<file path="src/include/combiner_defines.svh">
//////////////////////////////
// Color combiner constants
// Channel widths, channel count and the
// pipeline depths of the combiner stage
//////////////////////////////

`ifndef COMBINER_DEFINES_SVH
`define COMBINER_DEFINES_SVH

// Unsigned bits per color channel
`define COMBINER_CHANNEL_WIDTH 8

// Signed operand bits per channel, one sign bit on top of a channel
`define COMBINER_SIGNED_WIDTH 9

// Channels per pixel, R in the low bits, then G, B, A
`define COMBINER_CHANNELS 4

// Enabled cycles through the signed mixer
`define COMBINER_MIXER_DEPTH 2

// Enabled cycles from input to output
// Operand stage, mixer, resolve stage
`define COMBINER_LATENCY 4

`endif

</file>
<file path="src/hdl/combinerPkg.sv">
//////////////////////////////
// Color combiner types
// Pixel formats and configuration
// encodings of the combiner stage
//////////////////////////////

`include "combiner_defines.svh"

package combinerPkg;

    // One unsigned color channel
    typedef logic [`COMBINER_CHANNEL_WIDTH-1:0] channel_t;

    // RGBA pixel, index 0 is R
    typedef channel_t [`COMBINER_CHANNELS-1:0] pixel_t;

    // Signed channel, elements of a signedPixel_t keep their sign
    typedef logic signed [`COMBINER_SIGNED_WIDTH-1:0] signedChannel_t;

    // Mixer operand and result format
    typedef signedChannel_t [`COMBINER_CHANNELS-1:0] signedPixel_t;

    // Source of one mixer operand
    typedef enum logic [1:0] {
        srcPrimary  = 2'd0,
        srcTexture  = 2'd1,
        srcConstant = 2'd2,
        srcZero     = 2'd3
    } colorSrc_e;

    // Modifier applied to the selected source
    typedef enum logic [1:0] {
        modAsIs     = 2'd0,
        modOneMinus = 2'd1,
        modNegate   = 2'd2
    } operandMod_e;

    // Output scale before the final clamp
    typedef enum logic [1:0] {
        scale1x = 2'd0,
        scale2x = 2'd1,
        scale4x = 2'd2
    } combineScale_e;

endpackage

</file>
<file path="src/hdl/operandStage.sv">
//////////////////////////////
// Combiner operand stage
// Selects and modifies the four signed
// mixer operands, one register stage
//////////////////////////////

`timescale 1ns/10ps

`include "combiner_defines.svh"

module operandStage (
    input  logic                      aclk,
    input  logic                      arstN,
    input  logic                      ce,
    input  logic                      validIn,

    input  combinerPkg::pixel_t       primaryColor,
    input  combinerPkg::pixel_t       textureColor,
    input  combinerPkg::pixel_t       constColor,

    input  combinerPkg::colorSrc_e    srcA,
    input  combinerPkg::colorSrc_e    srcB,
    input  combinerPkg::colorSrc_e    srcC,
    input  combinerPkg::colorSrc_e    srcD,

    input  combinerPkg::operandMod_e  modA,
    input  combinerPkg::operandMod_e  modB,
    input  combinerPkg::operandMod_e  modC,
    input  combinerPkg::operandMod_e  modD,

    output combinerPkg::signedPixel_t operandA,
    output combinerPkg::signedPixel_t operandB,
    output combinerPkg::signedPixel_t operandC,
    output combinerPkg::signedPixel_t operandD,
    output logic                      operandValid
);

    // 1.0 in the unsigned channel format
    localparam logic signed [`COMBINER_SIGNED_WIDTH-1:0] ONE_DOT_ZERO =
        (1 <<< `COMBINER_CHANNEL_WIDTH) - 1;

    // Forms one signed operand pixel from its source and modifier
    function automatic combinerPkg::signedPixel_t formOperand(
        input combinerPkg::colorSrc_e   src,
        input combinerPkg::operandMod_e mod,
        input combinerPkg::pixel_t      primary,
        input combinerPkg::pixel_t      texture,
        input combinerPkg::pixel_t      constant
    );
        combinerPkg::pixel_t         selected;
        combinerPkg::signedChannel_t extended;
        combinerPkg::signedPixel_t   result;

        case (src)
            combinerPkg::srcPrimary:  selected = primary;
            combinerPkg::srcTexture:  selected = texture;
            combinerPkg::srcConstant: selected = constant;
            default:                  selected = '0;
        endcase

        for (int i = 0; i < `COMBINER_CHANNELS; i++) begin
            // Zero extension keeps the channel positive
            extended = {1'b0, selected[i]};
            case (mod)
                combinerPkg::modOneMinus: result[i] = ONE_DOT_ZERO - extended;
                combinerPkg::modNegate:   result[i] = -extended;
                default:                  result[i] = extended;
            endcase
        end
        return result;
    endfunction

    always_ff @(posedge aclk or negedge arstN) begin
        if (!arstN) begin
            operandValid <= 1'b0;
        end else if (ce) begin
            operandValid <= validIn;
        end
    end

    always_ff @(posedge aclk) begin
        if (ce) begin
            operandA <= formOperand(srcA, modA, primaryColor, textureColor, constColor);
            operandB <= formOperand(srcB, modB, primaryColor, textureColor, constColor);
            operandC <= formOperand(srcC, modC, primaryColor, textureColor, constColor);
            operandD <= formOperand(srcD, modD, primaryColor, textureColor, constColor);
        end
    end

endmodule

</file>
<file path="src/hdl/colorMixerSigned.sv">
//////////////////////////////
// Signed color mixer
// mixedColor = A * B + C * D per channel,
// rounded by 1.0 = 255, shifted and
// saturated to signed 9 bits, 2 cycles
//////////////////////////////

`timescale 1ns/10ps

`include "combiner_defines.svh"

module colorMixerSigned (
    input  logic                      aclk,
    input  logic                      ce,

    input  combinerPkg::signedPixel_t colorA,
    input  combinerPkg::signedPixel_t colorB,
    input  combinerPkg::signedPixel_t colorC,
    input  combinerPkg::signedPixel_t colorD,

    output combinerPkg::signedPixel_t mixedColor
);

    // Full signed product of two operands
    localparam int PRODUCT_WIDTH = 2 * `COMBINER_SIGNED_WIDTH;

    // One extra bit for the carry of the pair sum
    localparam int SUM_WIDTH = PRODUCT_WIDTH + 1;

    // Fixed point position, 1.0 is 255
    localparam int FRACTION_BITS = `COMBINER_CHANNEL_WIDTH;

    localparam logic signed [SUM_WIDTH-1:0] ONE_DOT_ZERO = (1 <<< FRACTION_BITS) - 1;

    // Limits of the signed channel
    localparam logic signed [SUM_WIDTH-1:0] SAT_MAX = (1 <<< (`COMBINER_SIGNED_WIDTH - 1)) - 1;
    localparam logic signed [SUM_WIDTH-1:0] SAT_MIN = -(1 <<< (`COMBINER_SIGNED_WIDTH - 1));

    logic signed [PRODUCT_WIDTH-1:0] productAB [`COMBINER_CHANNELS];
    logic signed [PRODUCT_WIDTH-1:0] productCD [`COMBINER_CHANNELS];

    logic signed [SUM_WIDTH-1:0] pairSum [`COMBINER_CHANNELS];
    logic signed [SUM_WIDTH-1:0] rounded [`COMBINER_CHANNELS];

    function automatic combinerPkg::signedChannel_t saturate(
        input logic signed [SUM_WIDTH-1:0] value
    );
        combinerPkg::signedChannel_t result;

        if (value > SAT_MAX) begin
            result = SAT_MAX[`COMBINER_SIGNED_WIDTH-1:0];
        end else if (value < SAT_MIN) begin
            result = SAT_MIN[`COMBINER_SIGNED_WIDTH-1:0];
        end else begin
            result = value[`COMBINER_SIGNED_WIDTH-1:0];
        end
        return result;
    endfunction

    // First cycle registers the eight products
    always_ff @(posedge aclk) begin
        if (ce) begin
            for (int i = 0; i < `COMBINER_CHANNELS; i++) begin
                productAB[i] <= colorA[i] * colorB[i];
                productCD[i] <= colorC[i] * colorD[i];
            end
        end
    end

    // Pair sum with rounding constant, arithmetic shift keeps the sign
    always_comb begin
        for (int i = 0; i < `COMBINER_CHANNELS; i++) begin
            pairSum[i] = productAB[i] + productCD[i] + ONE_DOT_ZERO;
            rounded[i] = pairSum[i] >>> FRACTION_BITS;
        end
    end

    // Second cycle registers the saturated result
    always_ff @(posedge aclk) begin
        if (ce) begin
            for (int i = 0; i < `COMBINER_CHANNELS; i++) begin
                mixedColor[i] <= saturate(rounded[i]);
            end
        end
    end

endmodule

</file>
<file path="src/hdl/combinerResolve.sv">
//////////////////////////////
// Combiner resolve stage
// Aligns valid and scale with the mixer,
// scales and clamps to an unsigned pixel
//////////////////////////////

`timescale 1ns/10ps

`include "combiner_defines.svh"

module combinerResolve (
    input  logic                       aclk,
    input  logic                       arstN,
    input  logic                       ce,
    input  logic                       validIn,

    input  combinerPkg::signedPixel_t  mixedColor,
    input  combinerPkg::combineScale_e scale,

    output logic                       validOut,
    output combinerPkg::pixel_t        pixelOut
);

    // Two guard bits for the 4x shift
    localparam int SCALED_WIDTH = `COMBINER_SIGNED_WIDTH + 2;

    localparam logic signed [SCALED_WIDTH-1:0] CHANNEL_MAX = (1 <<< `COMBINER_CHANNEL_WIDTH) - 1;

    // Scale arrives unregistered, one stage ahead of validIn
    localparam int SCALE_DEPTH = `COMBINER_MIXER_DEPTH + 1;

    logic [`COMBINER_MIXER_DEPTH-1:0] validPipe;
    combinerPkg::combineScale_e       scalePipe [SCALE_DEPTH];
    combinerPkg::pixel_t              clamped;

    always_ff @(posedge aclk or negedge arstN) begin
        if (!arstN) begin
            validPipe <= '0;
        end else if (ce) begin
            validPipe <= {validPipe[`COMBINER_MIXER_DEPTH-2:0], validIn};
        end
    end

    always_ff @(posedge aclk) begin
        if (ce) begin
            scalePipe[0] <= scale;
            for (int i = 1; i < SCALE_DEPTH; i++) begin
                scalePipe[i] <= scalePipe[i-1];
            end
        end
    end

    always_comb begin
        logic signed [SCALED_WIDTH-1:0] scaled;

        for (int i = 0; i < `COMBINER_CHANNELS; i++) begin
            // Sign extension before the shift
            scaled = mixedColor[i];
            case (scalePipe[SCALE_DEPTH-1])
                combinerPkg::scale2x: scaled = scaled <<< 1;
                combinerPkg::scale4x: scaled = scaled <<< 2;
                default:              scaled = scaled;
            endcase

            if (scaled < 0) begin
                clamped[i] = '0;
            end else if (scaled > CHANNEL_MAX) begin
                clamped[i] = CHANNEL_MAX[`COMBINER_CHANNEL_WIDTH-1:0];
            end else begin
                clamped[i] = scaled[`COMBINER_CHANNEL_WIDTH-1:0];
            end
        end
    end

    always_ff @(posedge aclk or negedge arstN) begin
        if (!arstN) begin
            validOut <= 1'b0;
            pixelOut <= '0;
        end else if (ce) begin
            validOut <= validPipe[`COMBINER_MIXER_DEPTH-1];
            pixelOut <= clamped;
        end
    end

endmodule

</file>
<file path="src/hdl/colorCombiner.sv">
//////////////////////////////
// Color combiner top level
// Operand stage, signed mixer and
// resolve stage of the texture environment
//////////////////////////////

`timescale 1ns/10ps

module colorCombiner (
    input  logic                       aclk,
    input  logic                       arstN,
    input  logic                       ce,
    input  logic                       validIn,

    input  combinerPkg::pixel_t        primaryColor,
    input  combinerPkg::pixel_t        textureColor,
    input  combinerPkg::pixel_t        constColor,

    input  combinerPkg::colorSrc_e     srcA,
    input  combinerPkg::colorSrc_e     srcB,
    input  combinerPkg::colorSrc_e     srcC,
    input  combinerPkg::colorSrc_e     srcD,

    input  combinerPkg::operandMod_e   modA,
    input  combinerPkg::operandMod_e   modB,
    input  combinerPkg::operandMod_e   modC,
    input  combinerPkg::operandMod_e   modD,

    input  combinerPkg::combineScale_e scale,

    output logic                       validOut,
    output combinerPkg::pixel_t        pixelOut
);

    combinerPkg::signedPixel_t operandA;
    combinerPkg::signedPixel_t operandB;
    combinerPkg::signedPixel_t operandC;
    combinerPkg::signedPixel_t operandD;
    combinerPkg::signedPixel_t mixedColor;
    logic                      operandValid;

    operandStage operandStage_i (
        .aclk         (aclk),
        .arstN        (arstN),
        .ce           (ce),
        .validIn      (validIn),
        .primaryColor (primaryColor),
        .textureColor (textureColor),
        .constColor   (constColor),
        .srcA         (srcA),
        .srcB         (srcB),
        .srcC         (srcC),
        .srcD         (srcD),
        .modA         (modA),
        .modB         (modB),
        .modC         (modC),
        .modD         (modD),
        .operandA     (operandA),
        .operandB     (operandB),
        .operandC     (operandC),
        .operandD     (operandD),
        .operandValid (operandValid)
    );

    colorMixerSigned colorMixerSigned_i (
        .aclk       (aclk),
        .ce         (ce),
        .colorA     (operandA),
        .colorB     (operandB),
        .colorC     (operandC),
        .colorD     (operandD),
        .mixedColor (mixedColor)
    );

    // Valid bypasses the mixer and is realigned in the resolve stage
    combinerResolve combinerResolve_i (
        .aclk       (aclk),
        .arstN      (arstN),
        .ce         (ce),
        .validIn    (operandValid),
        .mixedColor (mixedColor),
        .scale      (scale),
        .validOut   (validOut),
        .pixelOut   (pixelOut)
    );

endmodule

</file>
<file path="config.mk">
export PLATFORM = sky130hd
export DESIGN_NAME = colorCombiner
export DESIGN_NICKNAME = d
export VERILOG_FILES = /design/src/hdl/combinerPkg.sv /design/src/hdl/operandStage.sv /design/src/hdl/colorMixerSigned.sv /design/src/hdl/combinerResolve.sv /design/src/hdl/colorCombiner.sv
export VERILOG_INCLUDE_DIRS = /design/src /design/src/include
export SDC_FILE = /design/constraint.sdc
export NUM_CORES = 2
export LEC_CHECK = 0
export ABC_AREA = 1
export BUFFER_PORTS_ARGS = -buffer_cell sky130_fd_sc_hd__buf_2
export CAP_MARGIN = 20
export CORE_MARGIN = 5
export CORE_UTILIZATION = 66
export CTS_BUF_LIST = sky130_fd_sc_hd__clkbuf_4
export DETAILED_ROUTE_END_ITERATION = 10
export GPL_ROUTABILITY_DRIVEN = 0
export PLACE_DENSITY = 0.84
export SLEW_MARGIN = 30
export SYNTH_ARGS = -nofsm -noshare
export SYNTH_HDL_FRONTEND = slang
export SYNTH_SLANG_ARGS = --single-unit
</file>
<file path="constraint.sdc">
create_clock -name aclk -period 14.1 [get_ports aclk]
set_clock_uncertainty 0.05 [all_clocks]
set_input_delay 2.82 -clock aclk [delete_from_list [all_inputs] [get_ports aclk]]
set_output_delay 2.82 -clock aclk [all_outputs]
set_load 0.02 [all_outputs]
</file>
==> PnR_summary.wiki <==
{| class="wikitable"
! Metric !! Value
|-
| Outcome || finished, final reports clean
|-
| Core Region || 73100 µm²
|-
| First-pass GRT wire length || 203000 µm
|-
| Met2 global-route usage || 0.487
|-
| Count of flip-flops with a built-in enable after synthesis || 330
|-
| GRT busiest layer || met2
|-
| WL/cell || 17.3 µm
|-
| DRC violation count after routing || 0
|-
| Top cells by area in the synthesized netlist || fa_1 (23%), edfxtp_1 (20%), nand2_1 (12%)
|-
| Syn Std Cell Area || 48800 µm²
|-
| Data arrival time of the critical path || 6.03 ns
|-
| TritonCTS clock tree || built
|-
| Crit Reg-Reg Startpoint || operandStage_i.operandD[17]$_DFFE_PP_
|-
| Critical setup path kind || reg2reg
|-
| Actual transition at the worst max-transition pin || 0.926 ns
|-
| Average footprint of a synthesized cell || 7.98 µm²
|-
| Most used cell along the critical path || fa_1
|-
| Share of async-settable or async-resettable flops after synthesis || 0.0984
|-
| Dominant cell type by area after synthesis || fa_1
|-
| First-pass iteration count of the detailed router || 9
|-
| Count of distinct cell types in the synthesized netlist || 52
|-
| HP Class || reg2reg
|-
| Clock net sink count || 366
|-
| Initial drt markers || 4863
|-
| Non-filler instance count after layout || 7227
|-
| Max Cap Violations || 0
|-
| RSZ-0062 raised after global routing || no
|-
| Critical-path maximum fanout || 9
|-
| Number of buffers created by CTS || 102
|-
| Number of antenna violations at the first check in global routing || 17
|-
| Grt met1 use || 0.431
|-
| Final net count || 7312
|-
| Die Wd || 282 µm
|-
| Vias per std cell || 5.74
|-
| Number of buffer cells added on primary ports || 150
|-
| Total global-route track usage || 0.318
|-
| Most used flip-flop cell after synthesis || edfxtp_1
|-
| Post-Synthesis Net Count || 7257
|-
| Number of warnings reported in the yosys synthesis log || 0
|-
| Area growth syn-to-layout || 5.32%
|-
| Worst path slowest cell || fa_1
|-
| Register-to-Register Path Depth || 18
|-
| Slowest Stage Delay on Critical Path || 0.57 ns
|-
| HPWL after detailed placement || 101000 µm
|-
| Worst max-slew margin expressed relative to the limit || 0.383
|-
| Number of ports placed on the die boundary || 151
|-
| Endpoint, Worst Hold || combinerResolve_i.scalePipe[0][5]$_DFFE_PP_
|-
| CTS hold repair buffers || 0
|-
| Origin of the worst setup path || operandStage_i.operandD[17]$_DFFE_PP_
|-
| CTS clk-pin slew, worst paths || 0.06 ns
|-
| Critical path endpoint category || flip-flop
|-
| Endpoints failing hold || 0
|-
| Max Root-Sink Buffers || 3
|-
| M3 GR Usage || 0.0897
|-
| # placed instances || 7027
|-
| H-Tree Level Count || 3
|-
| Required time of the critical path || 14.61 ns
|-
| Category of cells accounting for the largest share of critical-path delay || adder cells
|-
| Layout cells sized above 1 || 0.0676
|-
| Hold Path Stages || 0
|-
| Remaining antenna violation count || 0
|-
| DIE AREA || 79500 µm²
|-
| Portion of the clock cycle consumed by the worst path in the final layout || 0.392
|-
| R2R Path End || colorMixerSigned_i.productCD[1][15]$_DFFE_PP_
|-
| Post-CTS setup buffer count || 0
|-
| Clock latency at the later pin of the worst-skew pair || 0.96 ns
|-
| Worst setup slack for register-to-register paths || 8.58 ns
|-
| Resize count post-CTS || 0
|-
| TNS Setup || 0 ns
|-
| Via count of the first global-routing pass || 40900
|-
| Fraction of the yosys area taken by sequential cells || 0.222
|-
| Floorplan row count || 99
|-
| CP cell instances || clkinv_1 -> or2_2 -> fa_1 -> fa_1 -> inv_1 -> fa_1 -> fa_1 -> fa_1 -> ha_1 -> nand3_1 -> nand3_1 -> nand2_1 -> nand2_1 -> a21oi_1 -> o21ai_0 -> nand3_1 -> nand3_1 -> nand2_1
|-
| CTS Root Cell || clkbuf_4
|-
| Residual overflow from global routing || 0
|-
| Final worst path period need || 5.52 ns
|-
| Layout filler cell count || 5521
|-
| Nature of the critical path startpoint || flip-flop
|-
| Total vias in the final route || 41500
|-
| Starting density of the core || 0.668
|-
| Final routed wirelength across all metal layers || 125000 µm
|-
| Highest clock rate || 181 MHz
|-
| Flip-flop and latch count after synthesis || 366
|-
| Pin count of the biggest net entering global routing || 100
|-
| Count of buffer and inverter cells on the critical path || 2
|-
| Final number of max-transition violations || 0
|-
| Number of cells produced by synthesis || 6117
|-
| Fraction of post-synthesis cell area in the top cell type by area || 0.230
|-
| Setup violations, final || 0
|-
| Critical hold path startpoint || combinerResolve_i.scalePipe[0][3]$_DFFE_PP_
|-
| Vertical die dimension || 282 µm
|}
-- final cells by class --
cell class / count / area, µm² / share of cell area
inverters: 1368 / 5130 / 0.0999
multi-input cells: 4170 / 32000 / 0.623
well taps: 959 / 1200 / 0.0233
flip-flops and latches: 366 / 10800 / 0.210
repair buffers: 164 / 873 / 0.0170
clock inverters: 44 / 278 / 0.00541
clock buffers: 141 / 1060 / 0.0206
diodes: 15 / 37.5 / 0.000730
-- stage by stage --
step	setup slack [ns]	utilization	area (µm²)	hold slack, ns
3_3_place_gp	8.76	0.684	50000	0.376
3_5_place_dp	8.67	0.684	50000	0.381
2_1_floorplan	9.17	-	48800	0.350
6_report	8.58	0.703	51400	0.392
5_1_grt	8.35	0.703	51400	0.412
4_1_cts	8.65	0.702	51300	0.403
-- cells in the mapped netlist, types with 8 or more instances --
library cell and number:
a22o_1 20, o21ai_1 18, edfxtp_1 330, o21ai_0 176, a21o_1 15, inv_1 1339, a21oi_1 247, xor2_1 97
nand3b_1 9, nand4_1 26, dfrtp_1 36, ha_1 462, o211ai_1 68, nor3_1 15, xnor2_1 70, o21bai_1 15
clkinv_1 8, nor2_2 11, fa_1 560, buf_1 10, a21oi_2 24, buf_4 10, nor2_1 307, clkbuf_1 179
nand2_1 1565, buf_2 12, and3_1 9, or2_2 19, a31oi_1 22, nand3_1 262, o22ai_1 46, o2111ai_1 13
inv_2 21, o21a_1 14, a22oi_1 42
-- sequential cells by signal, indices dropped and copies added, names as in the netlist --
signal	cells
operandStage_i.operandValid	1
colorMixerSigned_i.productCD	72
operandStage_i.operandD	36
combinerResolve_i.validOut	1
combinerResolve_i.scalePipe	6
operandStage_i.operandB	36
operandStage_i.operandA	36
colorMixerSigned_i.mixedColor	36
combinerResolve_i.pixelOut	32
colorMixerSigned_i.productAB	72
operandStage_i.operandC	36
combinerResolve_i.validPipe	2
-- kinds of logic after synthesis --
family	synth area share
compound gates	0.0902
xor+xnor	0.0300
fa+ha+maj	0.348
buf+inv	0.123
flops	0.222
mux	0.000923
simple gates	0.186
-- routing by layer --
layer	share of wire	wire, µm
met1	0.39	48800
met2	0.44	54700
met3	0.13	15900
met4	0.047	5900
met5	0.00018	23
-- how the worst max path moves through the flow --
stage | slack, ns | end | cells past startpoint
final | 8.58 | colorMixerSigned_i.productCD[1][15]$_DFFE_PP_ | 18
after detailed placement | 8.67 | operandStage_i.operandA[15]$_DFFE_PP_ | 11
after global placement | 8.76 | colorMixerSigned_i.productAB[3][17]$_DFFE_PP_ | 3
after global routing | 8.35 | colorMixerSigned_i.productCD[1][15]$_DFFE_PP_ | 18
after floorplan | 9.17 | colorMixerSigned_i.productCD[1][15]$_DFFE_PP_ | 18
after CTS | 8.65 | colorMixerSigned_i.productCD[1][15]$_DFFE_PP_ | 18
-- cell usage in the layout (no fill, tap or decap), types with 42 or more instances in the layout --
master    count
o22ai_1      46
xnor2_1      70
ha_1        462
fa_1        560
a22oi_1      42
buf_2       149
edfxtp_1    330
nand2_1    1565
nand3_1     262
inv_1      1339
a21oi_1     247
clkbuf_4    141
o211ai_1     68
xor2_1       97
o21ai_0     176
nor2_1      307
Power is left out: the tool's default activity adds up to more than one toggle a clock period on the data nets, which glitch-free logic cannot reach.
